**src/cache_geom_pkg.sv**
```systemverilog
/*
  cache geometry constants and the vector types for address, word,
  line, tag, index and word select
*/
`default_nettype none

package cache_geom_pkg;

  // ----------------------------------------------------------
  // capacity and organisation
  // ----------------------------------------------------------

  localparam int cache_bytes = 256;
  localparam int line_bytes  = 16;
  localparam int num_ways    = 2;
  // sets per way
  localparam int num_sets    = cache_bytes / (line_bytes * num_ways);

  // bus widths
  localparam int addr_bits      = 32;
  localparam int word_bits      = 32;
  localparam int line_bits      = line_bytes * 8;
  localparam int words_per_line = line_bits / word_bits;
  localparam int word_sel_bits  = $clog2(words_per_line);
  localparam int offset_bits    = $clog2(line_bytes);
  localparam int index_bits     = $clog2(num_sets);
  localparam int tag_bits       = addr_bits - index_bits - offset_bits;

  // ----------------------------------------------------------
  // vector types
  // ----------------------------------------------------------

  typedef logic [addr_bits-1:0]     addr_t;
  typedef logic [word_bits-1:0]     word_t;
  typedef logic [line_bits-1:0]     line_t;
  // address bits above index and offset
  typedef logic [tag_bits-1:0]      tag_t;
  typedef logic [index_bits-1:0]    index_t;
  // word within a line
  typedef logic [word_sel_bits-1:0] word_sel_t;

endpackage

`default_nettype wire

```
**src/cache_msg_pkg.sv**
```systemverilog
/*
  request and response messages for the processor and memory ports,
  and the shared message type
*/
`default_nettype none

package cache_msg_pkg;

  // ----------------------------------------------------------
  // message type
  // ----------------------------------------------------------

  typedef enum logic {
    msg_read  = 1'b0,
    msg_write = 1'b1
  } msg_type_t;

  // ----------------------------------------------------------
  // processor side
  // ----------------------------------------------------------

  // word access, 65 bits
  typedef struct packed {
    msg_type_t             msg_type;
    cache_geom_pkg::addr_t addr;
    cache_geom_pkg::word_t data;
  } cache_req_t;

  // 33 bits, data only meaningful for reads
  typedef struct packed {
    msg_type_t             msg_type;
    cache_geom_pkg::word_t data;
  } cache_resp_t;

  // ----------------------------------------------------------
  // memory side
  // ----------------------------------------------------------

  // line access, addr has a zero offset, 161 bits
  typedef struct packed {
    msg_type_t             msg_type;
    cache_geom_pkg::addr_t addr;
    cache_geom_pkg::line_t data;
  } mem_req_t;

  // 129 bits
  typedef struct packed {
    msg_type_t             msg_type;
    cache_geom_pkg::line_t data;
  } mem_resp_t;

endpackage

`default_nettype wire

```
**src/cache_ctrl.sv**
```systemverilog
/*
  store control struct, request latch and the cache FSM
  (tag check, data access, eviction, refill, response)
*/
`timescale 1ns/1ps
`default_nettype none

// enables and selects from the controller to both stores
typedef struct packed {
  logic tag_check;     // capture hit way
  logic data_read;
  logic data_write;
  logic refill_write;
  logic mark_dirty;
  logic touch_lru;
  logic addr_sel;      // 1 = victim line, 0 = request line
} store_ctrl_t;

module cache_ctrl
  import cache_geom_pkg::*;
  import cache_msg_pkg::*;
(
  input  logic        clk,
  input  logic        reset,
  input  logic        cachereq_val,
  input  cache_req_t  cachereq,
  output logic        cachereq_rdy,
  output logic        cacheresp_val,
  input  logic        cacheresp_rdy,
  output logic        memreq_val,
  output msg_type_t   memreq_type,
  input  logic        memreq_rdy,
  input  logic        memresp_val,
  output logic        memresp_rdy,
  input  logic        hit,
  input  logic        victim_dirty,
  output cache_req_t  req,
  output store_ctrl_t ctrl
);

  typedef enum logic [3:0] {
    st_idle,
    st_tag_check,
    st_read_access,
    st_write_access,
    st_evict_req,
    st_evict_wait,
    st_refill_req,
    st_refill_wait,
    st_refill_update,
    st_wait_resp
  } state_t;

  state_t state, state_next;

  // ----------------------------------------------------------
  // request latch held for the whole transaction
  // ----------------------------------------------------------

  always_ff @(posedge clk) begin
    if (cachereq_val && cachereq_rdy) begin
      req <= cachereq;
    end
  end

  // ----------------------------------------------------------
  // state register and transitions
  // ----------------------------------------------------------

  always_ff @(posedge clk) begin
    if (reset) begin
      state <= st_idle;
    end else begin
      state <= state_next;
    end
  end

  always_comb begin
    state_next = state;
    case (state)
      st_idle:          if (cachereq_val) state_next = st_tag_check;
      st_tag_check: begin
        if (hit) begin
          state_next = (req.msg_type == msg_write) ? st_write_access : st_read_access;
        end else if (victim_dirty) begin
          state_next = st_evict_req;
        end else begin
          state_next = st_refill_req;
        end
      end
      st_read_access:   state_next = st_wait_resp;
      st_write_access:  state_next = st_wait_resp;
      st_evict_req:     if (memreq_rdy) state_next = st_evict_wait;
      // write ack from memory, then fetch the new line
      st_evict_wait:    if (memresp_val) state_next = st_refill_req;
      st_refill_req:    if (memreq_rdy) state_next = st_refill_wait;
      st_refill_wait:   if (memresp_val) state_next = st_refill_update;
      st_refill_update: begin
        state_next = (req.msg_type == msg_write) ? st_write_access : st_read_access;
      end
      st_wait_resp:     if (cacheresp_rdy) state_next = st_idle;
      default:          state_next = st_idle;
    endcase
  end

  // ----------------------------------------------------------
  // outputs decoded from state
  // ----------------------------------------------------------

  assign cachereq_rdy  = (state == st_idle);
  // a hit accepted on edge n is seen high at edge n+3
  assign cacheresp_val = (state == st_wait_resp);
  assign memreq_val    = (state == st_evict_req) || (state == st_refill_req);
  assign memresp_rdy   = (state == st_evict_wait) || (state == st_refill_wait);
  // eviction writes the victim line, refill reads the request line
  assign memreq_type   = (state == st_evict_req) ? msg_write : msg_read;

  always_comb begin
    ctrl = '0;
    case (state)
      st_tag_check:     ctrl.tag_check = 1'b1;
      st_read_access: begin
        ctrl.data_read = 1'b1;
        ctrl.touch_lru = 1'b1;
      end
      st_write_access: begin
        ctrl.data_write = 1'b1;
        ctrl.mark_dirty = 1'b1;
        ctrl.touch_lru  = 1'b1;
      end
      st_evict_req:     ctrl.addr_sel = 1'b1;
      st_evict_wait:    ctrl.addr_sel = 1'b1;
      st_refill_update: ctrl.refill_write = 1'b1;
      default:          ctrl = '0;
    endcase
  end

endmodule

`default_nettype wire

```
**src/cache_tag_store.sv**
```systemverilog
/*
  tag store: tags with valid and dirty bits per way, LRU bit per set,
  hit detection, victim choice and memory line address
*/
`timescale 1ns/1ps
`default_nettype none

module cache_tag_store
  import cache_geom_pkg::*;
#(
  parameter int num_sets = cache_geom_pkg::num_sets
) (
  input  logic        clk,
  input  logic        reset,
  input  addr_t       req_addr,
  input  store_ctrl_t ctrl,
  output logic        hit,
  output logic        hit_way,
  output logic        victim_way,
  output logic        victim_dirty,
  output addr_t       line_addr
);

  // index width follows the set count, tag takes the rest
  localparam int set_bits = $clog2(num_sets);
  localparam int tag_w    = addr_bits - set_bits - offset_bits;

  logic [set_bits-1:0] idx;
  logic [tag_w-1:0]    req_tag;
  logic [tag_w-1:0]    tags [num_ways][num_sets];
  logic [num_sets-1:0] valid [num_ways];
  logic [num_sets-1:0] dirty [num_ways];
  // way to replace next once both are valid
  logic [num_sets-1:0] lru;
  logic [num_ways-1:0] match;
  // way of the current access
  logic                way_q;

  assign idx     = req_addr[offset_bits +: set_bits];
  assign req_tag = req_addr[addr_bits-1 -: tag_w];

  // ----------------------------------------------------------
  // lookup, combinational from the latched request
  // ----------------------------------------------------------

  always_comb begin
    for (int w = 0; w < num_ways; w++) begin
      match[w] = valid[w][idx] && (tags[w][idx] == req_tag);
    end
  end

  assign hit     = |match;
  assign hit_way = way_q;

  // invalid way first, else lru
  always_comb begin
    if (!valid[0][idx]) begin
      victim_way = 1'b0;
    end else if (!valid[1][idx]) begin
      victim_way = 1'b1;
    end else begin
      victim_way = lru[idx];
    end
  end

  assign victim_dirty = valid[victim_way][idx] && dirty[victim_way][idx];

  // write-back goes to the victim's own address
  assign line_addr = ctrl.addr_sel ? {tags[victim_way][idx], idx, {offset_bits{1'b0}}}
                                   : {req_tag, idx, {offset_bits{1'b0}}};

  // ----------------------------------------------------------
  // state updates
  // ----------------------------------------------------------

  always_ff @(posedge clk) begin
    if (reset) begin
      for (int w = 0; w < num_ways; w++) begin
        valid[w] <= '0;
        dirty[w] <= '0;
      end
      lru   <= '0;
      way_q <= 1'b0;
    end else begin
      // two ways, so the hit way is match[1]
      if (ctrl.tag_check) way_q <= match[1];
      // refilled line is clean, and becomes the access way
      if (ctrl.refill_write) begin
        valid[victim_way][idx] <= 1'b1;
        dirty[victim_way][idx] <= 1'b0;
        way_q                  <= victim_way;
      end
      if (ctrl.mark_dirty) dirty[way_q][idx] <= 1'b1;
      // other way becomes lru
      if (ctrl.touch_lru) lru[idx] <= ~way_q;
    end
  end

  always_ff @(posedge clk) begin
    if (ctrl.refill_write) begin
      tags[victim_way][idx] <= req_tag;
    end
  end

endmodule

`default_nettype wire

```
**src/cache_data_store.sv**
```systemverilog
/*
  data store: line array per way, word read and write merge,
  refill line register
*/
`timescale 1ns/1ps
`default_nettype none

module cache_data_store
  import cache_geom_pkg::*;
#(
  parameter int num_sets = cache_geom_pkg::num_sets
) (
  input  logic        clk,
  input  addr_t       req_addr,
  input  word_t       req_data,
  input  logic        way,
  input  store_ctrl_t ctrl,
  input  line_t       refill_line,
  output word_t       read_word,
  output line_t       victim_line
);

  localparam int set_bits = $clog2(num_sets);

  line_t               lines [num_ways][num_sets];
  line_t               refill_q;
  line_t               cur_line;
  logic [set_bits-1:0] idx;
  word_sel_t           sel;

  assign idx = req_addr[offset_bits +: set_bits];
  assign sel = req_addr[offset_bits-1 -: word_sel_bits];

  // line of the selected way, also the write-back data
  assign cur_line    = lines[way][idx];
  assign victim_line = cur_line;

  // ----------------------------------------------------------
  // memory response capture
  // ----------------------------------------------------------

  // taken every cycle, holds the line from the transfer edge
  // through the refill update state
  always_ff @(posedge clk) begin
    refill_q <= refill_line;
  end

  // ----------------------------------------------------------
  // array access
  // ----------------------------------------------------------

  always_ff @(posedge clk) begin
    if (ctrl.data_read) begin
      read_word <= cur_line[sel*word_bits +: word_bits];
    end
  end

  always_ff @(posedge clk) begin
    if (ctrl.refill_write) begin
      lines[way][idx] <= refill_q;
    end else if (ctrl.data_write) begin
      // merge one word in place
      lines[way][idx][sel*word_bits +: word_bits] <= req_data;
    end
  end

endmodule

`default_nettype wire

```
**src/blocking_cache.sv**
```systemverilog
/*
  two-way blocking write-back cache, top level
  controller, tag store and data store on val/rdy ports
*/
`timescale 1ns/1ps
`default_nettype none

module blocking_cache
  import cache_geom_pkg::*;
  import cache_msg_pkg::*;
#(
  parameter int num_sets = cache_geom_pkg::num_sets
) (
  input  logic        clk,
  input  logic        reset,
  input  logic        cachereq_val,
  output logic        cachereq_rdy,
  input  cache_req_t  cachereq,
  output logic        cacheresp_val,
  input  logic        cacheresp_rdy,
  output cache_resp_t cacheresp,
  output logic        memreq_val,
  input  logic        memreq_rdy,
  output mem_req_t    memreq,
  input  logic        memresp_val,
  output logic        memresp_rdy,
  input  mem_resp_t   memresp
);

  store_ctrl_t ctrl;
  cache_req_t  req;
  msg_type_t   memreq_type;
  logic        hit;
  logic        hit_way;
  logic        victim_way;
  logic        victim_dirty;
  logic        data_way;
  addr_t       line_addr;
  word_t       read_word;
  line_t       victim_line;

  cache_ctrl cache_ctrl_i (
    .clk, .reset,
    .cachereq_val, .cachereq, .cachereq_rdy,
    .cacheresp_val, .cacheresp_rdy,
    .memreq_val, .memreq_type, .memreq_rdy,
    .memresp_val, .memresp_rdy,
    .hit, .victim_dirty,
    .req, .ctrl
  );

  cache_tag_store #(.num_sets(num_sets)) cache_tag_store_i (
    .clk, .reset,
    .req_addr(req.addr),
    .ctrl,
    .hit, .hit_way, .victim_way, .victim_dirty,
    .line_addr
  );

  // victim way during eviction and refill update, else the hit way
  assign data_way = (ctrl.addr_sel || ctrl.refill_write) ? victim_way : hit_way;

  cache_data_store #(.num_sets(num_sets)) cache_data_store_i (
    .clk,
    .req_addr(req.addr),
    .req_data(req.data),
    .way(data_way),
    .ctrl,
    .refill_line(memresp.data),
    .read_word, .victim_line
  );

  // ----------------------------------------------------------
  // port messages
  // ----------------------------------------------------------

  assign cacheresp.msg_type = req.msg_type;
  assign cacheresp.data     = read_word;

  // refill requests carry the victim line as unused data
  assign memreq.msg_type = memreq_type;
  assign memreq.addr     = line_addr;
  assign memreq.data     = victim_line;

endmodule

`default_nettype wire

```
**config.mk**
```make
export PLATFORM = sky130hd
export DESIGN_NAME = blocking_cache
export DESIGN_NICKNAME = d
export VERILOG_FILES = /design/src/cache_geom_pkg.sv /design/src/cache_msg_pkg.sv /design/src/cache_ctrl.sv /design/src/cache_tag_store.sv /design/src/cache_data_store.sv /design/src/blocking_cache.sv
export SDC_FILE = /design/constraint.sdc
export NUM_CORES = 2
export LEC_CHECK = 0
export BUFFER_PORTS_ARGS = -buffer_cell sky130_fd_sc_hd__buf_4
export CAP_MARGIN = 15
export CORE_ASPECT_RATIO = 0.75
export CORE_UTILIZATION = 25
export DETAILED_ROUTE_END_ITERATION = 10
export GPL_TIMING_DRIVEN = 1
export PLACE_DENSITY_LB_ADDON = 0.1
export SYNTH_ARGS = -nofsm -noshare
export SYNTH_HDL_FRONTEND = slang
export SYNTH_SLANG_ARGS = --single-unit
```
**constraint.sdc**
```tcl
create_clock -name clk -period 4.8 [get_ports clk]
set_input_delay 0.24 -clock clk [delete_from_list [all_inputs] [get_ports clk]]
set_output_delay 0.24 -clock clk [all_outputs]
set_load 0.02 [all_outputs]
```
Word level (Yosys, flattened, before mapping):

Memories as Yosys holds them, arrays and structs flattened.
Cells that the tools add are included.

* add/subtract/negate cells: 1
* magnitude comparators: 4
* eq/ne operators: 17
* shift operators: 3
* multiplexer cells: 1099
* bitwise logic cells: 1026
* reduce and logical (&&, ||, !) cells: 18

Operators with widths (number)
* two-way mux 1024 bit: 2
* two-way mux 1 bit: 1053
* OR 1 bit: 1024
* demux 128 bit (select 3 bit): 2
* two-way mux 128 bit: 4
* binary-select mux 128 bit (select 3 bit): 1
* binary-select mux 25 bit (select 3 bit): 3
* two-way mux 200 bit: 1
* two-way mux 25 bit: 7
* variable shift 32 x 34 -> 128 bit, first input constant: 1
* indexed part select 128 x 8 -> 32 bit: 1
* indexed part select 32 x 34 -> 128 bit: 1
* demux 25 bit (select 3 bit): 1
* two-way mux 8 bit: 8
* equality test 25 bit: 2
* one-hot mux 4 bit (9 select lines): 1
* negation 7 -> 34 bit: 1
* two-way mux 32 bit: 1
* two-way mux 4 bit: 7
* OR reduction 8 bit: 3
* equality test 4 x 3 -> 1 bit, second input constant: 4
* binary-select mux 1 bit (select 3 bit): 5
* != test 2 bit, second input constant: 5
* bitwise mux 8 bit: 1
* other kinds (18): 29

* register bits after elaboration: 238
* bits in writable memories: 2480
* output and inout port bits: 198
* memories: 4

Memory list
* cache_data_store_i.lines: words 2, bits a word 1024, rd ports 1, clocked after Yosys merged registers in 0, write ports 1, RTL line cache_data_store.sv:25 `line_t lines [num_ways][num_sets];`
* cache_tag_store_i.tags: words 2, bits a word 200, rd ports 3, clocked after Yosys merged registers in 0, write ports 1, RTL line cache_tag_store.sv:30 `logic [tag_w-1:0] tags [num_ways][num_sets];`
* cache_tag_store_i.dirty: words 2, bits a word 8, rd ports 1, clocked after Yosys merged registers in 0, write ports 2, RTL line cache_tag_store.sv:32 `logic [num_sets-1:0] dirty [num_ways];`
* cache_tag_store_i.valid: words 2, bits a word 8, rd ports 3, clocked after Yosys merged registers in 0, write ports 2, RTL line cache_tag_store.sv:31 `logic [num_sets-1:0] valid [num_ways];`

Longest topological paths before layout:

An unclocked memory read counts as a cell.

* word-level depth: 12
* mapped depth: 17
* gate-level depth less buffers: 9

Modules after synthesis:

Synthesis repeated with hierarchy kept, for this count alone.

* cell total of the unflattened synthesis: 7996
* area, all modules: 116270.3 um^2

By module, submodules not included
* cache_data_store: times used 1, cells an instance 6242, area an instance 92722.7 um^2
* cache_tag_store: times used 1, cells an instance 1633, area an instance 21160.3 um^2
* cache_ctrl: times used 1, cells an instance 118, area an instance 2364.8 um^2
* blocking_cache: times used 1, cells an instance 3, area an instance 22.5 um^2

Worst setup path after synthesis:

Ideal clock, no wire load.

* kind: register to register
* start: register, netlist name cache_ctrl_i.req[37]
* end: memory cache_data_store_i.lines[0][640] (netlist bit) (enable)
* setup time: 432 ps
* arrival time: 4209 ps
* data required time: 4368 ps
* slack: 159 ps
* stages on the path, launching flop included: 10
* clock period less this slack: 4641 ps
* cells stage by stage: edfxtp_1 > clkbuf_1 > buf_2 > buf_1 > nor3b_1 > clkbuf_1 > nand2_1 > clkbuf_1 > clkbuf_1 > a21oi_1

* longest elaborated chain between the ends: 7
* elaborated cells between the ends (all ways): 20
* those cells by class: 2 x order compare; 15 x mux; 2 x bitwise; 1 x reduce/logical

Ends and longest elaborated chain (RTL line)
* inverter 3 -> 4 bit (not written as such): cache_data_store.sv:60, cache_data_store.sv:63
* greater-or-equal comparator 4 bit (not written as such) / less-than comparator 4 x 1 -> 1 bit (equally long branches): cache_data_store.sv:60, cache_data_store.sv:63
* logical AND 1 bit (not written as such): cache_data_store.sv:60, cache_data_store.sv:63
* two-way mux 128 bit (on tied branches): cache_data_store.sv:60, cache_data_store.sv:63
* demux 128 bit (select 3 bit) (on tied branches): cache_data_store.sv:60, cache_data_store.sv:63
* two-way mux 1024 bit (on tied branches): cache_data_store.sv:60, cache_data_store.sv:63
* OR 1 bit (no source line)
* end: declaration: cache_data_store.sv:25

Parallel ways exist; a longest one is shown, timed or not. The select of a mux whose other input is x is not followed.

==> impl_metrics.json <==
{
  "r2r_cells": 14,
  "endpoint_kind": "output port",
  "status": "finished with violations",
  "drt_iter0_markers": 10280,
  "synthFlopType": "edfxtp_1",
  "ios": 398,
  "fp.dieW_um": 796.1,
  "antenna_found_initial": 62,
  "grt_max_degree": 89,
  "worstSetupPathType": "reg -> out",
  "r2r_start": "cache_ctrl_i.req[37]",
  "grt.busiest_layer": "met2",
  "power_mw": 88.51,
  "stdcell_count": 17000,
  "core_um2": 470500,
  "clock.fmax_mhz": 197.4,
  "via_per_inst": 5.176,
  "cp_max_fo": 7,
  "skew_ns": 0.09272,
  "grt_pass1_vias": 85290,
  "reg2reg_setup_slack_ns": -0.04,
  "hold_violations": 0,
  "dp_hpwl_um": 351400,
  "min_period_ns": 5.065,
  "cts.sinks": 2716,
  "use_met1_pct": 33.18,
  "dieArea_um2": 475800,
  "peakVddDrop_uv": 403.5,
  "drc": 0,
  "insertion_delay_ns": 1.00,
  "mostFrequentLayoutCell": "edfxtp_1",
  "regArea_um2": 79990,
  "rsz0062_at_grt": "yes",
  "layout_common_cells": "edfxtp_1, nand2_1, o21ai_0",
  "multi_input_area_um2": 37830,
  "max-clock-path-buffers": 4,
  "slew_violations": 0,
  "power_frac_clock_pct": 27.9,
  "synth.distinct_cells": 84,
  "drv_cap": 0,
  "die_h_um": 597.6,
  "p_leak_nw": 57.30,
  "track_usage_pct": 23.63,
  "synth_edf_count": 2559,
  "rows": 218,
  "p_int_mw": 56.08,
  "hold-path-endpoint": "cache_ctrl_i.req[36]",
  "switchingPower_mw": 32.44,
  "avgSynthCellArea_um2": 12.91,
  "hold_class": "in -> reg",
  "fin_util_pct": 33.12,
  "switching_share_pct": 36.64,
  "met3_usage_pct": 3.815,
  "slew_headroom_pct": 14.49,
  "clkTransAtPathRegs_ns": 0.06,
  "crit_arrival_ns": 4.83,
  "setup_viol": 93,
  "final_net_count": 10630,
  "min_period_over_period_pct": 105.5,
  "async_flop_share_pct": 0,
  "grt_use_met2_pct": 36.77,
  "seqPwrFrac_pct": 31.4,
  "yosys_warnings": 0,
  "cts_tree": "done",
  "cts_buffers": 315,
  "grt_pass1_wl_um": 769300,
  "p_per_area_nw_per_um2": 568.0,
  "port_buffers": 390,
  "wl_um": 586500,
  "wl_per_cell_um": 34.51,
  "netlist_instances": 9158,
  "startpoint_type": "flip-flop",
  "hold_depth": 2,
  "synth-seq-cells": 2716,
  "drtPass1Iterations": 6,
  "worst_pin_slew_ns": 1.283,
  "dp.cells": 15610,
  "comb_power_share_pct": 40.8,
  "required_ns": 4.56,
  "timing.rr.end": "cache_ctrl_i.state[2]",
  "nFillCells": 46260,
  "fin_ws_ns": -0.2654,
  "drive_above_1_share_pct": 24.26,
  "gp_congestion": 0.8151,
  "failed_checks": "setup timing",
  "antenna_left": 0,
  "cts_max_level": 5,
  "initial_utilization_pct": 25.13,
  "ys_seq_area_share_pct": 67.65,
  "num_vias": 87970,
  "cts_root_buf": "clkbuf_16",
  "overflow": 0,
  "hold_start": "cachereq[36]",
  "syn_area_um2": 118200,
  "syn_to_final_growth_pct": 31.79
}
==> how the worst max path moves through the flow <==
| stage | start | slack (ns) | to |
|---|---|---|---|
| 6_report | cache_ctrl_i.req[36] | -0.27 | memreq[109] |
| 3_5_place_dp | cache_ctrl_i.req[36] | -0.40 | cache_data_store_i.read_word[3] |
| 3_3_place_gp | cache_ctrl_i.req[37] | -0.37 | cache_data_store_i.read_word[3] |
| 4_1_cts | cache_ctrl_i.req[36] | -0.35 | memreq[123] |
| 5_1_grt | cache_ctrl_i.req[36] | -0.36 | memreq[98] |
| 2_1_floorplan | cache_ctrl_i.req[37] | 0.16 | cache_data_store_i.lines[0][640] |
==> state kept, by name (all words and copies together) (netlist names) <==
name	cells
cache_data_store_i.lines	2048
cache_tag_store_i.tags	400
cache_data_store_i.refill_q	128
cache_ctrl_i.req	63
cache_data_store_i.read_word	32
cache_tag_store_i.dirty	16
cache_tag_store_i.valid	16
cache_tag_store_i.lru	8
cache_ctrl_i.state	4
cache_tag_store_i.hit_way	1
==> power by group through the flow <==
stage	logic, mW	clock network, mW	registers, mW
floorplan	12.7	0	27.8
global placement	27.4	0	28.3
detailed placement	27.4	0	28.3
CTS	33.8	25.2	27.8
global route	36.9	26.0	27.8
finish	36.1	24.7	27.8
==> cell type report <==
type,count,share of cell area [%]
antenna,37,0.05942
clock buffer,444,5.670
clock inverter,136,0.9458
inverter,5,0.01445
multi-input combinational,5609,24.28
sequential,2716,51.33
tap,6270,5.034
timing repair buffer,1779,12.67
==> stage by stage <==
stage               hold slack (ns)  setup slack, ns  area, µm²  TNS (ns)
floorplan                    0.2677           0.1594     118300         0
global placement             0.3443          -0.3678     133100   -0.8531
detailed placement           0.3456          -0.3951     133100    -1.028
CTS                        0.003335          -0.3456     152700    -20.37
global route                0.07504          -0.3590     155800    -24.28
finish                      0.04675          -0.2654     155800    -10.06
==> synth_stat cells (20+ instances only) <==
cell type  number  area, µm²
a2111oi_0      29      254.0
a21oi_1       435       2177
a221o_1        20      200.2
a221oi_1       20      175.2
a22oi_1        38      285.3
a31oi_1        43      269.0
and3_1         45      281.5
buf_1          91      341.6
buf_2          44      220.2
buf_4          50      375.4
buf_6          42      473.0
clkbuf_1      569       2136
clkbuf_2       20      100.1
dfxtp_1       157       3143
edfxtp_1     2559      76840
mux2_2         58      653.1
mux2i_1       604       6046
mux4_2        171       3851
nand2_1      1961       7361
nand3_1        64      320.3
nor2_1        221      829.6
nor3_1         25      125.1
nor4_1         78      488.0
o2111ai_1      95      832.1
o21ai_0      1039       5200
o22ai_1       260       1627
o311ai_0       74      648.1
or4_1          42      315.3
xnor2_1        24      210.2
xor2_1         21      183.9
==> timing repair <==
item / in CTS / in global routing
setup endpoints to repair: 159 / 158
hold endpoints to repair: 256 / 0
resized for setup: 580 / 427
buffers inserted: 233 / 160
cloned: 40 / 27
hold buffers: 380 / 0
pin swaps: 103 / 166
==> worst max-delay path: stages (launching register included) <==
cell      delay [ns]
edfxtp_1        0.34
buf_6           0.14
mux4_2          0.51
mux2i_2         0.18
or3b_4          0.43
o211ai_4        0.09
buf_12          0.14
buf_16          0.15
buf_12          0.15
buf_12          0.16
buf_12          0.14
buf_16          0.14
mux2i_4         0.23
o22ai_1         0.10
or4_4           0.68
buf_6           0.19
==> cell families after synthesis <==
kind of cell | Yosys count | synth area share (%)
AND/OR/NAND/NOR | 2534 | 8.847
adder cells (fa/ha/maj) | 5 | 0.05291
multiplexers | 834 | 8.945
AO/OA/AOI/OAI | 2186 | 10.85
XOR/XNOR | 45 | 0.3333
flip-flops | 2716 | 67.65
buffers and inverters | 837 | 3.324
other | 1 | 0.003171
==> routing by layer <==
layer	up-vias	wire length, µm
met5	-	54
met4	8	24560
met3	856	40770
met2	3958	261600
met1	45920	259600
li1	37230	-
Power figures use the tool's default switching activity.
